`config.mk`:
```
export PLATFORM = sky130hd
export DESIGN_NAME = wb_arbiter
export DESIGN_NICKNAME = d
export VERILOG_FILES = /design/src/design/dmem_pkg.sv /design/src/design/wb_arbiter.sv
export VERILOG_INCLUDE_DIRS = /design/src /design/src/include
export SDC_FILE = /design/constraint.sdc
export NUM_CORES = 1
export LEC_CHECK = 0
export BUFFER_PORTS_ARGS = -buffer_cell sky130_fd_sc_hd__buf_2
export CORE_AREA = 2 2 241 243
export CTS_CLUSTER_DIAMETER = 60
export DETAILED_ROUTE_END_ITERATION = 6
export DIE_AREA = 0 0 243 245
export PLACE_DENSITY = 0.37
export SETUP_SLACK_MARGIN = 0.2
export SYNTH_ARGS = -nofsm -noshare
export SYNTH_HDL_FRONTEND = slang
export SYNTH_SLANG_ARGS = --single-unit
```
`constraint.sdc`:
```
create_clock -name i_clk -period 5.5 [get_ports i_clk]
set_clock_uncertainty 0.2 [all_clocks]
set_input_delay 1.1 -clock i_clk [delete_from_list [all_inputs] [get_ports i_clk]]
set_output_delay 1.1 -clock i_clk [all_outputs]
set_load 0.02 [all_outputs]
```
`src/include/dmem_consts.svh`:
```
// Bus, word and SRAM size constants shared by the memory RTL and its testbench
`ifndef DMEM_CONSTS_SVH
`define DMEM_CONSTS_SVH

// ***************************************************************************
// Data path
// ***************************************************************************

// One machine word, also the Wishbone data and address width
`define DMEM_XLEN 64

// Byte selects per word
`define DMEM_SEL_W 8

// Address bits that pick a byte inside a word
`define DMEM_OFF_W 3

// Instruction width returned by the fetch port
`define DMEM_ILEN 32

// ***************************************************************************
// SRAM size
// ***************************************************************************

// Word index bits, higher address bits wrap
`define DMEM_DEPTH_LOG2 10

`endif

```
`src/design/dmem_pkg.sv`:
```
// Shared types for the memory subsystem: access widths, FSM states and Wishbone buses
`include "dmem_consts.svh"

package dmem_pkg;

  // Access width and signedness, same encoding as the core's MemOP field
  typedef enum logic [2:0] {
    MEM_B    = 3'b000,
    MEM_BU   = 3'b001,
    MEM_H    = 3'b010,
    MEM_HU   = 3'b011,
    MEM_W    = 3'b100,
    MEM_WU   = 3'b101,
    MEM_D    = 3'b110,
    MEM_NONE = 3'b111
  } mem_op_e;

  typedef enum logic [1:0] {
    LSU_IDLE,
    LSU_BUS,    // Wishbone cycle open
    LSU_FAULT   // No bus cycle, done on the next edge
  } lsu_state_e;

  typedef enum logic {
    FETCH_IDLE,
    FETCH_BUS
  } fetch_state_e;

  // Master to slave
  typedef struct packed {
    logic                   cyc;
    logic                   stb;
    logic                   we;
    logic [`DMEM_XLEN-1:0]  adr;  // Byte address
    logic [`DMEM_XLEN-1:0]  dat;
    logic [`DMEM_SEL_W-1:0] sel;
  } wb_req_t;

  // Slave to master
  typedef struct packed {
    logic                  ack;
    logic [`DMEM_XLEN-1:0] dat;
  } wb_rsp_t;

endpackage

```
`src/design/wb_arbiter.sv`:
```
// Round-robin arbiter that hands one shared Wishbone slave to the LSU or the fetch port
`timescale 1ns/10ps

module wb_arbiter (
  input  logic              i_clk,
  input  logic              i_rst,
  input  dmem_pkg::wb_req_t i_m0,      // LSU
  input  dmem_pkg::wb_req_t i_m1,      // Fetch
  output dmem_pkg::wb_rsp_t o_m0_rsp,
  output dmem_pkg::wb_rsp_t o_m1_rsp,
  output dmem_pkg::wb_req_t o_s,
  input  dmem_pkg::wb_rsp_t i_s_rsp
);

  logic r_owner;    // Master granted last cycle
  logic r_last;     // Master whose cycle was acked last
  logic owner_cyc;
  logic grant;

  // ***************************************************************************
  // Grant
  // ***************************************************************************

  always_comb begin
    owner_cyc = r_owner ? i_m1.cyc : i_m0.cyc;
    if (owner_cyc)
      grant = r_owner;               // Bus locked until the owner drops cyc
    else if (i_m0.cyc && i_m1.cyc)
      grant = ~r_last;
    else if (i_m0.cyc)
      grant = 1'b0;
    else if (i_m1.cyc)
      grant = 1'b1;
    else
      grant = ~r_last;               // Idle bus parks on the master next in turn
  end

  always_ff @(posedge i_clk) begin
    if (i_rst) begin
      r_owner <= 1'b0;
      r_last  <= 1'b1;               // LSU wins the first tie
    end else begin
      r_owner <= grant;
      if (i_s_rsp.ack) r_last <= grant;
    end
  end

  // ***************************************************************************
  // Routing
  // ***************************************************************************

  // The loser's cyc and stb never reach the slave
  always_comb begin
    o_s = grant ? i_m1 : i_m0;

    o_m0_rsp.dat = i_s_rsp.dat;
    o_m0_rsp.ack = i_s_rsp.ack & ~grant;
    o_m1_rsp.dat = i_s_rsp.dat;
    o_m1_rsp.ack = i_s_rsp.ack & grant;
  end

  // A cycle still waiting for ack keeps the same owner on the next edge
  a_grant_hold: assert property (@(posedge i_clk) disable iff (i_rst)
    (o_s.cyc && !i_s_rsp.ack) |=> (grant == $past(grant)));

endmodule

```
After elaboration in Yosys (flattened, before gate mapping)
Cells that the tools add are included.
{ "word_totals": {"reg_bits": 2, "output_inout_bits": 269} }
{ "op_classes": {"mux": 6, "bitwise": 4, "reduce_logical": 1} }
{ "op_table": {"columns": ["cell", "count"], "rows": [
  ["139-bit 2-to-1 mux", 1],
  ["1-bit 2-to-1 mux", 5],
  ["1-bit bitwise AND", 2],
  ["1-bit NOT", 2],
  ["1-bit logical AND", 1]
]} }

Longest topological paths before layout
Gate-level depths: netlist of run 1.
{ "depth": {"word_depth": 7, "ltp_mapped": 5} }

Worst setup path after synthesis of run 1
Ideal clock, no wire load.
{ "synth_timing": {"path_kind": "input port to output port", "startpoint": "in i_m1[138] in the netlist's numbering", "endpoint": "out o_s[131] in the netlist's numbering", "arrival_ps": 2120, "required_ps": 4200, "slack_ps": 2080, "cell_stages": 5, "cell_sequence": "nand2_1 a21oi_2 buf_6 buf_6 mux2_1"} }
{ "synth_rtl": {"columns": ["element", "line", "text"], "rows": [
  ["start: declaration", "wb_arbiter.sv:8", "input dmem_pkg::wb_req_t i_m1,"],
  ["end: declaration", "wb_arbiter.sv:11", "output dmem_pkg::wb_req_t o_s,"]
]} }

==> impl_metrics.sql, run 1 <==
INSERT INTO impl_metrics (metric_group, metric, value, unit) VALUES
('run_status', 'run_status', 'finished clean', ''),
('synthesis', 'main_combinational_cell_family_by_area_after_synthesis', 'multiplexers', ''),
('clock_tree', 'cts_tree', 'built', ''),
('synthesis', 'ys_top_cells_by_count', '128 x sky130_fd_sc_hd__buf_4, 87 x sky130_fd_sc_hd__mux2_1, 51 x sky130_fd_sc_hd__mux2_2', ''),
('grt', 'grt_antenna_before_repair', '8', ''),
('synthesis', 'most_instantiated_library_cell_after_synthesis', 'sky130_fd_sc_hd__buf_4', ''),
('clock_tree', 'clock_sink_count', '2', ''),
('clock_tree', 'cts-root-buf', 'sky130_fd_sc_hd__clkbuf_16', ''),
('floorplan', 'effective_utilization_at_floorplan', '0.0491', ''),
('detailed_routing', 'routed_via_count', '3253', ''),
('grt', 'grt_first_pass_wirelength', '17200', 'um'),
('clock_tree', 'worstSkewPairLatency', '220', 'ps'),
('synthesis', 'dominant_cell_type_by_area_after_synthesis', 'sky130_fd_sc_hd__mux2_1', ''),
('grt', 'grtUsageTotal', '0.0387', ''),
('placement', 'dpl.cell_count', '1344', ''),
('floorplan', 'die_area', '59500', 'um^2'),
('detailed_routing', 'wirelength', '13600', 'um'),
('setup_path', 'path_common_cell', 'sky130_fd_sc_hd__buf_2', ''),
('timing', 'final_hold_viol_count', '0', ''),
('clock_tree', 'postCtsResizedCells', '0', ''),
('timing', 'post-route-min-period', '3910', 'ps'),
('timing', 'final_number_of_setup_violating_endpoints', '0', ''),
('clock_tree', 'cts.clk_slew.worst_paths', '30', 'ps'),
('setup_path', 'library_cell_contributing_the_largest_single_delay_on_the_critical_path', 'sky130_fd_sc_hd__mux2_1', ''),
('timing', 'max_freq', '0.256', 'GHz'),
('setup_path', 'timing.critical_path.cells', 'buf_2 -> nand2_1 -> a21oi_4 -> buf_12 -> mux2_1 -> buf_2', ''),
('setup_path', 'path_class', 'input port to output port', ''),
('synthesis', 'synth_simple_gate_area_share', '0.0152', ''),
('synthesis', 'synth_compound_area_frac', '0.00983', ''),
('synthesis', 'async_flop_share', '0', ''),
('synthesis', 'synth.mux.area_fraction', '0.555', ''),
('synthesis', 'synth-warning-count', '0', ''),
('detailed_routing', 'antenna_violating_nets_post_route', '0', ''),
('setup_path', 'endpoint_kind', 'output port', ''),
('grt', 'gr-total-overflow', '0', ''),
('final_layout', 'area_delta_synth_final', '74.7', '%'),
('detailed_routing', 'post_drt_via_cell_ratio', '2.40', ''),
('detailed_routing', 'avgRoutedWirePerCell', '10.0', 'um'),
('grt', 'first_global_vias', '3062', ''),
('final_layout', 'fin_util', '0.0858', ''),
('power', 'power_density', '122', 'nW/um^2'),
('power', 'irDropWorstVdd', '119', 'uV'),
('setup_path', 'slowest_delay', '390', 'ps'),
('timing', 'fin_crit_sh', '0.711', ''),
('setup_path', 'worst-endpoint-arrival', '2610', 'ps'),
('synthesis', 'arithmetic_cell_share_of_the_synthesized_area_counting_full_adders_half_adders_and_majority_gates', '0', ''),
('placement', 'gp_congestion', '0.760', ''),
('clock_tree', 'cts_buffer_count', '3', ''),
('power', 'overall_power_consumption', '598', 'uW'),
('clock_tree', 'h_tree_levels', '1', ''),
('clock_tree', 'max-clock-path-buffers', '2', ''),
('synthesis', 'synth_cell_type_count', '17', ''),
('synthesis', 'flops_latches_synth', '2', ''),
('timing', 'finalMaxSlewViolations', '0', ''),
('timing', 'setup_total_negative_slack', '0', 'ps'),
('placement', 'post-dp-hpwl', '12300', 'um'),
('synthesis', 'synth_cells', '297', ''),
('final_layout', 'sequential_cell_area', '40.0', 'um^2'),
('min_path', 'hold_class', 'flop to flop', ''),
('detailed_routing', 'drt_pre_antenna_iters', '4', ''),
('placement', 'portBuffers', '421', ''),
('synthesis', 'synth_top_cell_area_share', '0.350', ''),
('floorplan', 'die-height', '245', 'um'),
('timing', 'worst_pin_slew', '426', 'ps'),
('synthesis', 'post_syn_nets', '642', ''),
('synthesis', 'seq_area_frac_synth', '0.0143', ''),
('synthesis', 'synth-main-ff-cell', 'sky130_fd_sc_hd__dfxtp_1', ''),
('grt', 'pin_count_of_the_biggest_net_entering_global_routing', '68', ''),
('synthesis', 'post_synth.cell_area_avg', '9.43', 'um^2'),
('synthesis', 'synth.top_cells.by_area', 'sky130_fd_sc_hd__mux2_1 35%, sky130_fd_sc_hd__buf_4 34%, sky130_fd_sc_hd__mux2_2 21%', ''),
('setup_path', 'timing.critical_path.fanout_max', '67', '');
-- placed cells by master, fill, tap and decap left out --
cell type                   synthesis  routed
sky130_fd_sc_hd__buf_4            128       2
sky130_fd_sc_hd__inv_1              2       2
sky130_fd_sc_hd__buf_2              5     421
sky130_fd_sc_hd__a21oi_4            0       1
sky130_fd_sc_hd__mux2_2            51      51
sky130_fd_sc_hd__o21ai_0            1       1
sky130_fd_sc_hd__o31a_1             1       1
sky130_fd_sc_hd__mux2_1            87      87
sky130_fd_sc_hd__and2_1             1       1
sky130_fd_sc_hd__or2_2              1       1
sky130_fd_sc_hd__a21oi_1            1       1
sky130_fd_sc_hd__dfxtp_1            2       2
sky130_fd_sc_hd__buf_12             0       2
sky130_fd_sc_hd__nor2_1             2       2
sky130_fd_sc_hd__nor2b_1            3       3
sky130_fd_sc_hd__nand2_1            1       1
sky130_fd_sc_hd__clkbuf_16          0       3
sky130_fd_sc_hd__diode_2            0       7
-- sequential cells by signal, indices dropped and copies added, names as in the netlist --
register,count
r_last,1
r_owner,1
-- path summary, 6_finish.rpt --
kind                            startpoint  endpoint  slack (ps)  cells after the start
worst max-delay path             i_m1[138]   o_s[95]        1590                      6
worst min-delay path                r_last    r_last         360                      3
worst max register to register      r_last   r_owner        4040                      4
worst min register to register      r_last    r_last         360                      3
-- per-layer routing --
metal / vias to the layer above / global-route usage / wire length [um]
met5: - / 0.00654 / 50
met4: 2 / 0.0287 / 734
met3: 26 / 0.0288 / 2790
met2: 427 / 0.0631 / 5980
met1: 1330 / 0.0317 / 4020
li1: 1468 / - / -
-- kinds of logic (layout without fill, tap and decap cells) --
logic type / after synthesis / after routing
AO/OA/AOI/OAI: 4 / 4
buffers and inverters: 145 / 430
flip-flops: 2 / 2
multiplexers: 138 / 138
other: 0 / 7
AND/OR/NAND/NOR: 8 / 8
-- through the flow --
| stage | setup WS [ps] | hold WS, ps | instance area (um^2) |
|---|---|---|---|
| floorplan | 2080 | 331 | 2800 |
| global placement | 1570 | 356 | 4800 |
| detailed placement | 1560 | 362 | 4800 |
| CTS | 1560 | 368 | 4870 |
| global route | 1500 | 403 | 4890 |
| finish | 1590 | 363 | 4890 |
-- power by group --
group,internal (uW),switching [uW]
registers,15.8,0.478
logic,219,256
clock network,92.3,14.9
-- cell type report --
cell class	instances	share of cell area
antenna	7	0.00358
clock buffer	3	0.0153
inverter	2	0.00153
multi-input combinational	150	0.334
sequential	2	0.00819
tap	765	0.196
timing repair buffer	425	0.442
-- worst max-delay path, delay by kind of cell --
family / cells / cell delay [ps]
buf+inv: 3 / 600
mux: 1 / 390
compound gates: 1 / 320
simple gates: 1 / 90
Power figures use the tool's default switching activity.
==> run 2: changes to the inputs <==
- CORE_AREA: 2 2 241 243 -> 2 2 236 238
- DIE_AREA: 0 0 243 245 -> 0 0 238 240
- PLACE_DENSITY: 0.37 -> 0.38
- clock period: 5.5 -> 3.7 ns (I/O delays scaled with it)
==> run 2 against run 1 <==
  * Utilization increased by 0.28 points
  * Final cell count decreased by 4.6%
  * Sequential power grew 50%
  * Critical path depth grew 1
  * Combinational power increased by 54%
  * First-iteration DRC count grew 24%
  * Critical path type unchanged
  * Largest power group unchanged
  * Highest routed layer is now met4
==> impl_metrics.sql, run 2 (same netlist as run 1, synthesis figures left out) <==
INSERT INTO impl_metrics (metric_group, metric, value, unit) VALUES
('clock_tree', 'cts.clk_slew.worst_paths', '30', 'ps'),
('detailed_routing', 'avgRoutedWirePerCell', '12.3', 'um'),
('setup_path', 'launch_point_of_the_worst_reg_to_reg_path', 'r_last', ''),
('clock_tree', 'cts_hold_buf', '0', ''),
('setup_path', 'timing.critical_path.cells', 'buf_2 -> nand2_1 -> a21oi_4 -> buf_12 -> buf_12 -> mux2_1 -> buf_2', ''),
('setup_path', 'library_cell_contributing_the_largest_single_delay_on_the_critical_path', 'sky130_fd_sc_hd__mux2_1', ''),
('setup_path', 'startpoint_type', 'input port', ''),
('clock_tree', 'cts_tree', 'built', ''),
('final_layout', 'leading_cell_type_in_the_layout_fill_and_taps_excluded', 'sky130_fd_sc_hd__buf_2', ''),
('floorplan', 'effective_utilization_at_floorplan', '0.0512', ''),
('power', 'power_leakage', '0.00233', 'uW'),
('placement', 'post-dp-hpwl', '14300', 'um'),
('final_layout', 'final_layout_size_suffix_gt1_frac', '0.827', ''),
('detailed_routing', 'antenna_violating_nets_post_route', '0', ''),
('final_layout', 'area_delta_synth_final', '72.8', '%'),
('grt', 'grtUsageTotal', '0.0476', ''),
('final_layout', 'largest_registers', 'r_last (1), r_owner (1)', ''),
('clock_tree', 'clock_sink_count', '2', ''),
('setup_path', 'crit_path_start', 'i_m1[138]', ''),
('clock_tree', 'h_tree_levels', '1', ''),
('grt', 'grt_antenna_before_repair', '4', ''),
('timing', 'max_freq', '0.314', 'GHz'),
('floorplan', 'die_area', '57100', 'um^2'),
('detailed_routing', 'post_drt_via_cell_ratio', '2.59', ''),
('clock_tree', 'postCtsResizedCells', '0', ''),
('timing', 'worst_pin_slew', '328', 'ps'),
('power', 'irDropWorstVdd', '168', 'uV'),
('grt', 'pin_count_of_the_biggest_net_entering_global_routing', '57', ''),
('grt', 'gr-total-overflow', '0', ''),
('detailed_routing', 'wirelength', '15900', 'um'),
('floorplan', 'core_region_area', '54700', 'um^2'),
('setup_path', 'r2r_setup_slack', '2410', 'ps'),
('placement', 'portBuffers', '421', ''),
('floorplan', 'die-height', '240', 'um'),
('timing', 'setup_total_negative_slack', '0', 'ps'),
('timing', 'post-route-min-period', '3180', 'ps'),
('placement', 'gp_congestion', '0.808', ''),
('grt', 'grt_first_pass_wirelength', '19400', 'um'),
('floorplan', 'ios', '614', ''),
('detailed_routing', 'drt_pre_antenna_iters', '4', ''),
('clock_tree', 'max-clock-path-buffers', '2', ''),
('setup_path', 'worst-endpoint-arrival', '2240', 'ps'),
('clock_tree', 'worstSkewPairLatency', '220', 'ps'),
('floorplan', 'die_w', '238', 'um'),
('run_status', 'run_status', 'finished clean', ''),
('final_layout', 'most-common-layout-cells', '421 x sky130_fd_sc_hd__buf_2, 87 x sky130_fd_sc_hd__mux2_1, 51 x sky130_fd_sc_hd__mux2_2, 4 x sky130_fd_sc_hd__buf_4', ''),
('timing', 'final_hold_viol_count', '0', ''),
('setup_path', 'timing.critical_path.fanout_max', '34', ''),
('setup_path', 'slowest_delay', '350', 'ps'),
('clock_tree', 'cts-root-buf', 'sky130_fd_sc_hd__clkbuf_16', ''),
('timing', 'finalMaxSlewViolations', '0', ''),
('setup_path', 'worstReg2RegEnd', 'r_owner', ''),
('setup_path', 'critical_path.endpoint', 'o_s[67]', ''),
('detailed_routing', 'drt_iter0_drc', '62', ''),
('setup_path', 'path_class', 'input port to output port', ''),
('clock_tree', 'cts_buffer_count', '3', ''),
('power', 'power_density', '190', 'nW/um^2'),
('setup_path', 'rr_worst_depth', '4', ''),
('min_path', 'hold_class', 'flop to flop', ''),
('detailed_routing', 'routed_via_count', '3343', ''),
('floorplan', 'row_count', '86', ''),
('setup_path', 'endpoint_kind', 'output port', ''),
('clock_tree', 'post-cts-setup-buffers', '0', ''),
('power', 'overall_power_consumption', '918', 'uW'),
('grt', 'first_global_vias', '3238', ''),
('final_layout', 'nets', '932', ''),
('setup_path', 'cp.required', '2760', 'ps'),
('timing', 'fin_crit_sh', '0.860', ''),
('timing', 'worst_slew_margin_rel', '0.781', ''),
('timing', 'final_number_of_setup_violating_endpoints', '0', ''),
('detailed_routing', 'post-route-drc-count', '0', ''),
('timing', 'grt_setup_unrepaired', 'no', ''),
('flow_run', 'timing.max_cap.violations', '0', '');
run 2: how the worst min path moves through the flow:
stage | start | end | cells after the start
global placement | r_last | r_last | 3
CTS | r_last | r_last | 3
global route | r_last | r_last | 3
detailed placement | r_last | r_last | 3
finish | r_last | r_last | 3
floorplan | r_last | r_last | 3
run 2: stage by stage:
| stage | util | setup WS [ps] | cell area (um^2) | instances | hold WS, ps |
|---|---|---|---|---|---|
| finish | 0.0885 | 518 | 4840 | 1292 | 387 |
| global route | 0.0885 | 429 | 4840 | 1292 | 442 |
| CTS | 0.0884 | 459 | 4830 | 1289 | 408 |
| detailed placement | 0.0870 | 463 | 4760 | 1286 | 380 |
| global placement | 0.0870 | 468 | 4760 | 1286 | 368 |
| floorplan | - | 1000 | 2800 | 297 | 331 |
run 2: final cells by class:
cell class,count,area [um^2]
diodes,3,7.51
well taps,704,881
flip-flops and latches,2,40.0
inverters,2,7.51
fillers,6387,49800
clock buffers,3,75.1
multi-input cells,150,1630
repair buffers,428,2200
run 2: report_power, final:
group | switching (uW) | internal, uW
Sequential | 0.915 | 23.4
Clock | 25.3 | 138
Combinational | 400 | 331
Total | 426 | 492
run 2: critical path: cells and delay by family:
family,cells,cell delay [ps]
buffers and inverters,4,750
and+or+nand+nor,1,90
muxes,1,350
AOI/OAI and AO/OA,1,220
run 2: metal layers:
| layer | track usage | part of all wire |
|---|---|---|
| met2 | 0.0956 | 0.51 |
| met4 | 0.0157 | 0.021 |
| met1 | 0.0396 | 0.31 |
| met3 | 0.0241 | 0.16 |
| met5 | 0 | 0 |
