## config.mk

```make
export PLATFORM = sky130hd
export DESIGN_NAME = fetch_port
export DESIGN_NICKNAME = d
export VERILOG_FILES = /design/src/design/dmem_pkg.sv /design/src/design/fetch_port.sv
export VERILOG_INCLUDE_DIRS = /design/src /design/src/include
export SDC_FILE = /design/constraint.sdc
export NUM_CORES = 1
export LEC_CHECK = 0
export BUFFER_PORTS_ARGS = -buffer_cell sky130_fd_sc_hd__buf_2
export CAP_MARGIN = 0
export CORE_AREA = 2 2 120 122
export CTS_CLUSTER_DIAMETER = 50
export DETAILED_ROUTE_END_ITERATION = 10
export DIE_AREA = 0 0 122 124
export GPL_ROUTABILITY_DRIVEN = 0
export SLEW_MARGIN = 20
export SYNTH_ARGS = -nofsm -noshare
export SYNTH_HDL_FRONTEND = slang
export SYNTH_SLANG_ARGS = --single-unit
```

## constraint.sdc

```tcl
create_clock -name i_clk -period 2.5 [get_ports i_clk]
set_input_delay 0.25 -clock i_clk [delete_from_list [all_inputs] [get_ports i_clk]]
set_output_delay 0.25 -clock i_clk [all_outputs]
set_load 0.02 [all_outputs]
```

## src/include/dmem_consts.svh

```systemverilog
// Bus, word and SRAM size constants shared by the memory RTL and its testbench
`ifndef DMEM_CONSTS_SVH
`define DMEM_CONSTS_SVH

// ***************************************************************************
// Data path
// ***************************************************************************

// One machine word, also the Wishbone data and address width
`define DMEM_XLEN 64

// Byte selects per word
`define DMEM_SEL_W 8

// Address bits that pick a byte inside a word
`define DMEM_OFF_W 3

// Instruction width returned by the fetch port
`define DMEM_ILEN 32

// ***************************************************************************
// SRAM size
// ***************************************************************************

// Word index bits, higher address bits wrap
`define DMEM_DEPTH_LOG2 10

`endif

```

## src/design/dmem_pkg.sv

```systemverilog
// Shared types for the memory subsystem: access widths, FSM states and Wishbone buses
`include "dmem_consts.svh"

package dmem_pkg;

  // Access width and signedness, same encoding as the core's MemOP field
  typedef enum logic [2:0] {
    MEM_B    = 3'b000,
    MEM_BU   = 3'b001,
    MEM_H    = 3'b010,
    MEM_HU   = 3'b011,
    MEM_W    = 3'b100,
    MEM_WU   = 3'b101,
    MEM_D    = 3'b110,
    MEM_NONE = 3'b111
  } mem_op_e;

  typedef enum logic [1:0] {
    LSU_IDLE,
    LSU_BUS,    // Wishbone cycle open
    LSU_FAULT   // No bus cycle, done on the next edge
  } lsu_state_e;

  typedef enum logic {
    FETCH_IDLE,
    FETCH_BUS
  } fetch_state_e;

  // Master to slave
  typedef struct packed {
    logic                   cyc;
    logic                   stb;
    logic                   we;
    logic [`DMEM_XLEN-1:0]  adr;  // Byte address
    logic [`DMEM_XLEN-1:0]  dat;
    logic [`DMEM_SEL_W-1:0] sel;
  } wb_req_t;

  // Slave to master
  typedef struct packed {
    logic                  ack;
    logic [`DMEM_XLEN-1:0] dat;
  } wb_rsp_t;

endpackage

```

## src/design/fetch_port.sv

```systemverilog
// CPU fetch port: issues full-word Wishbone reads and returns the addressed instruction
`timescale 1ns/10ps
`include "dmem_consts.svh"

module fetch_port (
  input  logic                  i_clk,
  input  logic                  i_rst,
  input  logic                  i_fetch_req,
  input  logic [`DMEM_XLEN-1:0] i_pc,
  output logic                  o_fetch_busy,
  output logic                  o_fetch_done,
  output logic                  o_fetch_fault,
  output logic [`DMEM_ILEN-1:0] o_instr,
  output dmem_pkg::wb_req_t     o_wb,
  input  dmem_pkg::wb_rsp_t     i_wb
);

  dmem_pkg::fetch_state_e state;
  logic                   accept;
  logic                   misaligned;
  logic                   r_flt_pend;  // Misaligned pc, done on the next edge
  logic                   r_hi;        // Upper half of the word
  logic [`DMEM_XLEN-1:0]  r_adr;

  assign o_fetch_busy = (state == dmem_pkg::FETCH_BUS) | r_flt_pend;
  assign accept       = i_fetch_req & ~o_fetch_busy;
  assign misaligned   = (i_pc[1:0] != 2'b00);

  always_ff @(posedge i_clk) begin
    if (i_rst) begin
      state         <= dmem_pkg::FETCH_IDLE;
      r_flt_pend    <= 1'b0;
      o_fetch_done  <= 1'b0;
      o_fetch_fault <= 1'b0;
    end else begin
      o_fetch_done <= r_flt_pend;
      r_flt_pend   <= 1'b0;
      case (state)
        dmem_pkg::FETCH_IDLE: begin
          if (accept) begin
            o_fetch_fault <= misaligned;
            if (misaligned) r_flt_pend <= 1'b1;
            else            state      <= dmem_pkg::FETCH_BUS;
          end
        end
        dmem_pkg::FETCH_BUS: begin
          if (i_wb.ack) begin
            state        <= dmem_pkg::FETCH_IDLE;
            o_fetch_done <= 1'b1;
          end
        end
        default: state <= dmem_pkg::FETCH_IDLE;
      endcase
    end
  end

  always_ff @(posedge i_clk) begin
    if (accept) begin
      r_adr <= {i_pc[`DMEM_XLEN-1:`DMEM_OFF_W], {`DMEM_OFF_W{1'b0}}};  // Word aligned
      r_hi  <= i_pc[2];
    end
    if (state == dmem_pkg::FETCH_BUS && i_wb.ack)
      o_instr <= r_hi ? i_wb.dat[`DMEM_XLEN-1:`DMEM_ILEN] : i_wb.dat[`DMEM_ILEN-1:0];
    else if (r_flt_pend)
      o_instr <= '0;
  end

  // Read only, all lanes
  always_comb begin
    o_wb.cyc = (state == dmem_pkg::FETCH_BUS);
    o_wb.stb = (state == dmem_pkg::FETCH_BUS);
    o_wb.we  = 1'b0;
    o_wb.adr = r_adr;
    o_wb.dat = '0;
    o_wb.sel = '1;
  end

endmodule

```

# == After elaboration in Yosys (flattened, before gate mapping) ==
# Index checks and enable logic that the tools add are counted.
# word_totals
regBits,98
in_bits,132
out_inout_bits,174
word_cells,27
# op_classes
n_mux,10
bitwise_logic,5
reduce_logical,5
# ops
operator,n
$mux W32,3
$mux W1,6
$reduce_bool A2 Y1,2
$not A1 Y1,3
$reduce_or A3 Y1,1
$pmux W1 S2,1
$reduce_and A2 Y1,1
$and A1 B1 Y1,1
$logic_and A1 B1 Y1,1
$or A1 B1 Y1,1

# == Longest topological paths before layout ==
# Gate-level depths: netlist of the first run.
# logic_depth
word_depth,5
mapped_depth,4
depth_no_buf,2

# == Worst setup path after synthesis of the first run ==
# Ideal clock, no wire load.
# synth_path
path_kind,reg2reg
start,register state
end,register r_adr[10] (enable)
setup_ns,0.416
t_arrival_ns,1.985
t_required_ns,2.084
setup_slack_ns,0.099
path_stages_with_launch,3
path_buffers,0
synth_period_minus_slack_ns,2.401
path_cell_list,dfxtp_1 > or3b_4 > inv_1
# synth_between
elab_chain_cells,3
# synth_lines
item,line,rtl
start: declaration,fetch_port.sv:18,dmem_pkg::fetch_state_e state;
start signal: assignment,fetch_port.sv:31,state <= dmem_pkg::FETCH_IDLE;
start signal: assignment,fetch_port.sv:43,else state <= dmem_pkg::FETCH_BUS;
start signal: assignment,fetch_port.sv:48,state <= dmem_pkg::FETCH_IDLE;
$or A1 B1 Y1,fetch_port.sv:25,assign o_fetch_busy = (state == dmem_pkg::FETCH_BUS) | r_flt_pend;
$not A1 Y1,fetch_port.sv:26,assign accept = i_fetch_req & ~o_fetch_busy;
$and A1 B1 Y1,fetch_port.sv:26,
named net accept,fetch_port.sv:19,logic accept;
end signal: assignment,fetch_port.sv:59,"r_adr <= {i_pc[`DMEM_XLEN-1:`DMEM_OFF_W], {`DMEM_OFF_W{1'b0}}};"
end: declaration,fetch_port.sv:23,logic [`DMEM_XLEN-1:0] r_adr;
# The timed path passes the listed nets, and every way through them passes these cells.
# A chain may end at the register's enable or synchronous reset.

# == Final worst setup path of the first run ==
# layout_path
start,register state
end,register r_adr[44] (enable)
# Same word-level chain as after synthesis.

==> results of run 1 <==
per-stage QoR:
step / cells / power (µW) / setup WS [ns] / area, µm²
after global routing: 681 / 3990 / 0.711 / 5440
final: 681 / 3820 / 0.806 / 5440
after detailed placement: 665 / 2560 / 0.815 / 5150
after CTS: 681 / 3890 / 0.793 / 5440
after floorplan: 336 / 2420 / 0.0988 / 4340
after global placement: 665 / 2560 / 0.836 / 5150
critical path: cells and delay by family, from the launching register on:
kind	cells	cell delay, ns
flip-flops	1	0.35
buffers and inverters	2	0.56
AND/OR/NAND/NOR	1	0.45
how the worst max path moves through the flow:
stage | from | to | slack [ns] | depth (start not counted)
6_report | state | r_adr[44] | 0.81 | 3
3_5_place_dp | state | r_adr[8] | 0.81 | 3
2_1_floorplan | state | r_adr[10] | 0.1 | 2
3_3_place_gp | state | r_adr[59] | 0.84 | 3
5_1_grt | state | r_adr[44] | 0.71 | 3
4_1_cts | state | r_adr[44] | 0.79 | 3
per-layer routing:
layer,wire length (µm),up-vias,global-route usage
met5,11,-,0
met4,161,2,0.0539
met3,1140,12,0.0444
met2,4360,192,0.179
met1,3490,1190,0.120
li1,-,1240,-
area by class of cell:
type | instances | share of cell area
clock buffers | 9 | 0.0414
clock inverters | 7 | 0.0113
inverters | 2 | 0.00138
multi-input cells | 151 | 0.149
flip-flops and latches | 98 | 0.534
well taps | 180 | 0.0414
repair buffers | 234 | 0.222
sequential cells by signal (all words and copies together) (netlist names):
name / cells
o_instr: 32
o_fetch_done: 1
r_flt_pend: 1
o_fetch_fault: 1
r_hi: 1
r_adr: 61
state: 1
cell families after synthesis:
logic type | share of synthesized area
buf+inv | 0.155
simple gates | 0.0403
mux | 0.0813
other cells | 0.00185
compound gates | 0.00708
flops | 0.714
cell usage in the layout, fill, tap and decap left out, drive strengths merged:
master,synthesis,routed
o21bai,1,1
a21oi,1,1
nor2,34,34
o41ai,1,1
inv,2,5
dfxtp,4,4
or3b,2,2
conb,2,76
buf,82,234
clkbuf,3,9
nand2b,1,1
or2,1,1
edfxtp,94,94
clkinv,0,4
mux2i,33,33
nand2,1,1
report_power, final:
part | switching (µW) | internal [µW]
Combinational | 381 | 184
Sequential | 32.1 | 1920
Clock | 609 | 694
==> results.toml, run 1 <==
[outcome]
outcome = "finished, final reports clean"

[sta]
whs_ns = 0.0813
rsz0062_at_grt = "false"
hold_violations = 0
relSlewSlack = 0.583
fin_crit_sh = 0.678
worst_pin_slew_ns = 0.625
fin_setup_tns_ns = 0
fin_crit_ns = 1.69
clock_skew_ns = 0.00678
clock.fmax_mhz = 590
slew_violations = 0
final-setup-viol-count = 0

[synthesis]
synthesis.area_um2 = 4070
yosysTopAreaCellShare = 0.694
synth.most_common_cell = "edfxtp_1"
synth.area.top_cells = "edfxtp_1 69%, buf_4 15%, mux2i_1 8.1%"
synth_cell_types = 17
ys_seq_area_frac = 0.714
syn_area_per_cell_um2 = 15.5
synth-seq-cells = 98
synthCells = 262
synth-edff-count = 94
synth_warnings = 0
synth_area_leader_cell = "edfxtp_1"
synth_common_cells = "94 x edfxtp_1, 81 x buf_4, 34 x nor2_1"
synthFlopType = "edfxtp_1"
async_reset_ff_frac = 0

[critical_path]
rrSetupSlack_ns = 0.81
cp_slowest_cell = "or3b_4"
path_class = "flop to flop"
crit_chain = "or3b_4 > inv_2 > buf_12"
endpoint_kind = "flop"
cp_max_fo = 40
r2r_start = "state"
cp.required_ns = 2.53
cp-start-kind = "flop"
reg2regPathDepth = 3
slowest_delay_ns = 0.45
crit_arrival_ns = 1.72
r2r_end = "r_adr[44]"

[cts]
clk_pin_slew_ns = 0.07
cts-resized-gates = 0
numCtsBuffers = 9
cts_hold_buf = 0
cts-htree-levels = 3
cts_root_buf = "clkbuf_16"
cts_tree = "built"
clk_path_buf_depth = 2
cts_sinks = 98
post_cts.repair.setup_buffers = 0
clk_latency_ns = 0.34

[floorplanning]
rows = 43
fp.dieArea_um2 = 15100
start_util = 0.296
core_um2 = 13700
die_y_um = 124
io-pin-count = 306
die_x_um = 122

[layout]
seq_area_um2 = 2900
fill_cells = 1320
antenna_cells = 0
area_growth_pct = 33.8
utilization = 0.396
layout-drive-gt1-share = 0.503
finalNetCount = 628
multi_input_area_um2 = 808

[pwr]
p_leak_uw = 0.00250
ir_worst_vdd_mv = 0.246
power.density_nw_per_um2 = 702

[detailed_routing]
vias = 2636
detail-route-antenna-nets = 0
drc = 0
routed_wl_mm = 9.16
via_per_inst = 3.87
drt-initial-drc-count = 90
wl_per_cell_um = 13.5
drt_first_pass_iters = 4

[global_route]
grtUsageTotal = 0.108
grt_pass1_wl_mm = 12.0
antenna_found_initial = 1
overflow = 0
grt_start_max_net_pins = 41
grt_pass1_vias = 2477

[place]
dp_hpwl_mm = 7.25
port_buffers = 229

[hold_path]
min_from = "i_pc[24]"
hold_depth = 1
hp-class = "primary input to flop"
holdPathEnd = "r_adr[24]"

[flow_run]
drv_cap = 0
Note: power is estimated with default switching activity, not from simulation.
==> run 2, diff against run 1 <==
Clock period 2.5 ns to 1.39 ns, I/O delays scaled along.
==> results.toml, run 2 (synthesis gave the netlist of run 1 again) <==
[outcome]
outcome = "finished, violations left"
failed_checks = "setup timing"

[global_route]
grt_start_max_net_pins = 36
antenna_found_initial = 1
grt_pass1_wl_mm = 14.2
grt_pass1_vias = 2732
overflow = 0
grtUsageTotal = 0.129

[detailed_routing]
via_per_inst = 3.81
drc = 0
routed_wl_mm = 10.6
drt_first_pass_iters = 3
vias = 2894
drt-initial-drc-count = 99
detail-route-antenna-nets = 0
wl_per_cell_um = 13.9

[sta]
rsz0062_at_grt = "true"
fin_setup_tns_ns = -0.0610
clock.fmax_mhz = 716
fin_crit_sh = 1.00
final-setup-viol-count = 10
finalWorstSetupSlack_ns = -0.00689
fin_crit_ns = 1.40
clock_skew_ns = 0.00622
hold_violations = 0
slew_violations = 0

[layout]
largest_register_ffs = 61
top_register = "r_adr"
finalNetCount = 705
area_growth_pct = 54.4
layout_commonest_cell = "buf_2"
final_cells = 759
layout_common_cells = "229 x buf_2, 94 x edfxtp_1, 76 x conb_1, 65 x dlygate4sd3_1, 34 x nor2_1"
layout-drive-gt1-share = 0.460
top_regs = "r_adr: 61 flops, o_instr: 32 flops"

[pwr]
intPower_uw = 5220
p_comb_frac = 0.177
p_clk_frac = 0.330
ir_worst_vdd_mv = 0.481
switching_power_uw = 1900
p_leak_uw = 0.00286
p_seq_frac = 0.493
power.density_nw_per_um2 = 1130
switching_share = 0.267

[cts]
clk_path_buf_depth = 2
cts_sinks = 98
cts_root_buf = "clkbuf_16"
cts-htree-levels = 3
cts_tree = "built"
clk_pin_slew_ns = 0.07
numCtsBuffers = 9
clk_latency_ns = 0.34

[critical_path]
cp_slowest_cell = "or3b_4"
r2r_start = "r_flt_pend"
crit_chain = "or3b_4 > clkinvlp_4 > buf_12 > clkbuf_16"
cp-start-kind = "flop"
crit_start = "r_flt_pend"
path_class = "flop to flop"
cp_max_fo = 9
endpoint_kind = "flop"
slowest_delay_ns = 0.40
crit_arrival_ns = 1.46
cp.required_ns = 1.45

[floorplanning]
start_util = 0.296
fp.dieArea_um2 = 15100
die_x_um = 122
rows = 43
core_um2 = 13700
io-pin-count = 306
die_y_um = 124

[place]
dp_slack_ns = -0.0111
dp.cells = 672
dp_hpwl_mm = 7.47
port_buffers = 229

[hold_path]
hp-class = "primary input to flop"
min_from = "i_wb[64]"

[flow_run]
drv_cap = 0
-- run 2: worst paths after layout --
| check | slack, ns | cells past startpoint | end |
|---|---|---|---|
| worst max-delay path | -0.007 | 4 | r_adr[45] |
| worst min-delay path | 0.07 | 3 | o_fetch_done |
| worst max register to register | -0.007 | 4 | r_adr[45] |
| worst min register to register | 0.48 | 2 | o_fetch_fault |
-- run 2: repair_timing --
action / CTS / global route
endpoints found under the setup margin: 36 / 54
setup buffers: 0 / 1
cloned: 0 / 4
resized for setup: 0 / 5
hold buffers: 65 / 0
endpoints found under the hold margin: 64 / 0
-- run 2: power groups by stage --
stage          registers (µW)  clock network (µW)  logic (µW)
6_report                 3510                2350        1260
3_5_place_dp             3570                   0        1060
5_1_grt                  3520                2560        1360
2_1_floorplan            3810                   0         533
3_3_place_gp             3570                   0        1060
4_1_cts                  3510                2450        1200
-- run 2: cell type report --
class | count | area (µm²)
antenna | 1 | 2.50
clock buffer | 9 | 225
clock inverter | 7 | 66.3
fill | 1229 | 7440
inverter | 2 | 11.3
multi-input combinational | 151 | 808
sequential | 98 | 2910
tap | 180 | 225
timing repair buffer | 311 | 2030
-- run 2: layer usage --
| metal | track usage | vias up | part of all wire |
|---|---|---|---|
| li1 | - | 1394 | - |
| met1 | 0.137 | 1301 | 0.36 |
| met2 | 0.226 | 186 | 0.50 |
| met3 | 0.0499 | 11 | 0.12 |
| met4 | 0.0603 | 2 | 0.015 |
| met5 | 0 | - | 0.0012 |
-- run 2: critical path: cells and delay by family, from the launching register on --
family	cells	cell delay [ns]
flip-flops	1	0.32
buffers and inverters	3	0.39
AND/OR/NAND/NOR	1	0.40
-- run 2: metrics by stage --
step,utilization,hold slack (ns),total power (µW),instance area (µm²)
after floorplan,-,0.211,4350,4350
after global placement,0.381,0.319,4620,5220
after detailed placement,0.381,0.317,4630,5220
after CTS,0.449,0.0610,7160,6160
after global routing,0.457,0.0982,7440,6270
final,0.457,0.0746,7120,6280
==> run 3, diff against run 2 <==
Settings changed: GPL_TIMING_DRIVEN set to 0.
==> results.toml, run 3 (synthesis gave the netlist of run 1 again) <==
[cts]
cts_sinks = 98
clk_path_buf_depth = 2
cts_tree = "built"
numCtsBuffers = 9
clk_latency_ns = 0.33
cts_root_buf = "clkbuf_16"
clk_pin_slew_ns = 0.07
cts-htree-levels = 3

[critical_path]
crit_family = "buffers and inverters"
path_buf_inv = 3
cp_max_fo = 5
endpoint_kind = "flop"
crit_arrival_ns = 1.51
slowest_delay_ns = 0.39
cp_slowest_cell = "or3b_4"
crit_chain = "or3b_4 > clkinvlp_4 > buf_6 > clkbuf_16"
cp-start-kind = "flop"
cp.required_ns = 1.45
path_class = "flop to flop"

[hold_path]
hp-class = "primary input to flop"

[global_route]
overflow = 0
grtUsageTotal = 0.142
grt_pass1_vias = 3199
grt_start_max_net_pins = 33
antenna_found_initial = 2
grt_pass1_wl_mm = 16.1

[sta]
hold_violations = 0
final-setup-viol-count = 38
clock.fmax_mhz = 687
slew_violations = 0
fin_crit_sh = 1.05
rsz0062_at_grt = "true"
finalWorstSetupSlack_ns = -0.0648
clock_skew_ns = 0.00622
fin_crit_ns = 1.45
whs_ns = 0.0211

[layout]
finalNetCount = 787
area_growth_pct = 70.4
final_cells = 840
fill_cells = 1185
antenna_cells = 0
layout_commonest_cell = "buf_2"
utilization = 0.505
top_register = "r_adr"
top_regs = "r_adr: 61 flops, o_instr: 32 flops"
largest_register_ffs = 61
layout_common_cells = "229 x buf_2, 94 x edfxtp_1, 82 x buf_4, 76 x conb_1, 64 x dlygate4sd3_1"
layout-drive-gt1-share = 0.530

[detailed_routing]
drt-initial-drc-count = 126
wl_per_cell_um = 13.9
detail-route-antenna-nets = 0
drt_first_pass_iters = 4
vias = 3157
routed_wl_mm = 11.6
via_per_inst = 3.76
drc = 0

[place]
dp.cells = 746
dp_slack_ns = -0.434
port_buffers = 229
dp_hpwl_mm = 8.38

[floorplanning]
start_util = 0.296
fp.dieArea_um2 = 15100
die_x_um = 122
io-pin-count = 306
rows = 43
die_y_um = 124
core_um2 = 13700

[pwr]
power_uw = 7630
power.density_nw_per_um2 = 1100
ir_worst_vdd_mv = 0.645
p_leak_uw = 0.00329

[flow_run]
drv_cap = 0

[outcome]
outcome = "finished, violations left"
failed_checks = "setup timing"
==> run 3: layout make-up <==
type	instances	area [µm²]	area share
flip-flops and latches	98	2910	0.420
repair buffers	306	1990	0.287
multi-input cells	151	808	0.117
plain buffers	85	642	0.0927
clock buffers	10	229	0.0331
well taps	180	225	0.0325
clock inverters	6	95.1	0.0137
repair inverters	2	15.0	0.00217
inverters	2	13.8	0.00199
==> run 3: worst paths after layout <==
kind            startpoint       endpoint  slack, ns  depth (start not counted)
min                  i_rst   o_fetch_done       0.02                          2
max reg2reg          state      r_adr[11]      -0.06                          4
max                  state      r_adr[11]      -0.06                          4
min reg2reg  o_fetch_fault  o_fetch_fault       0.48                          2
==> run 3: what timing repair did <==
item,CTS,global route
hold buffers,64,0
hold endpoints to repair,63,0
setup endpoints to repair,94,87
gates cloned,3,5
buffers inserted,5,2
gates resized for setup,4,14
==> run 3: layer usage <==
metal  GRT usage  wire (µm)  vias up
li1            -          -     1553
met1       0.144       4070     1396
met2       0.259       5900      189
met3      0.0705       1460       15
met4      0.0409        169        4
met5           0         30        -
==> run 3: power by group <==
part | internal (µW) | switching (µW)
combinational | 669 | 794
sequential | 3450 | 50.6
clock | 1600 | 1060
==> run 3: per-stage QoR <==
stage	setup TNS, ns	instance area [µm²]
global route	-3.38	6930
finish	-1.71	6930
global placement	-62.77	5720
floorplan	-26.45	4350
CTS	-2.93	6800
detailed placement	-21.27	5740
==> run 3: worst register-to-register path, cell delays in order (launching register included) <==
cell and delay (ns):
dfxtp_4 0.35, or3b_4 0.39, clkinvlp_4 0.14, buf_6 0.15, clkbuf_16 0.14
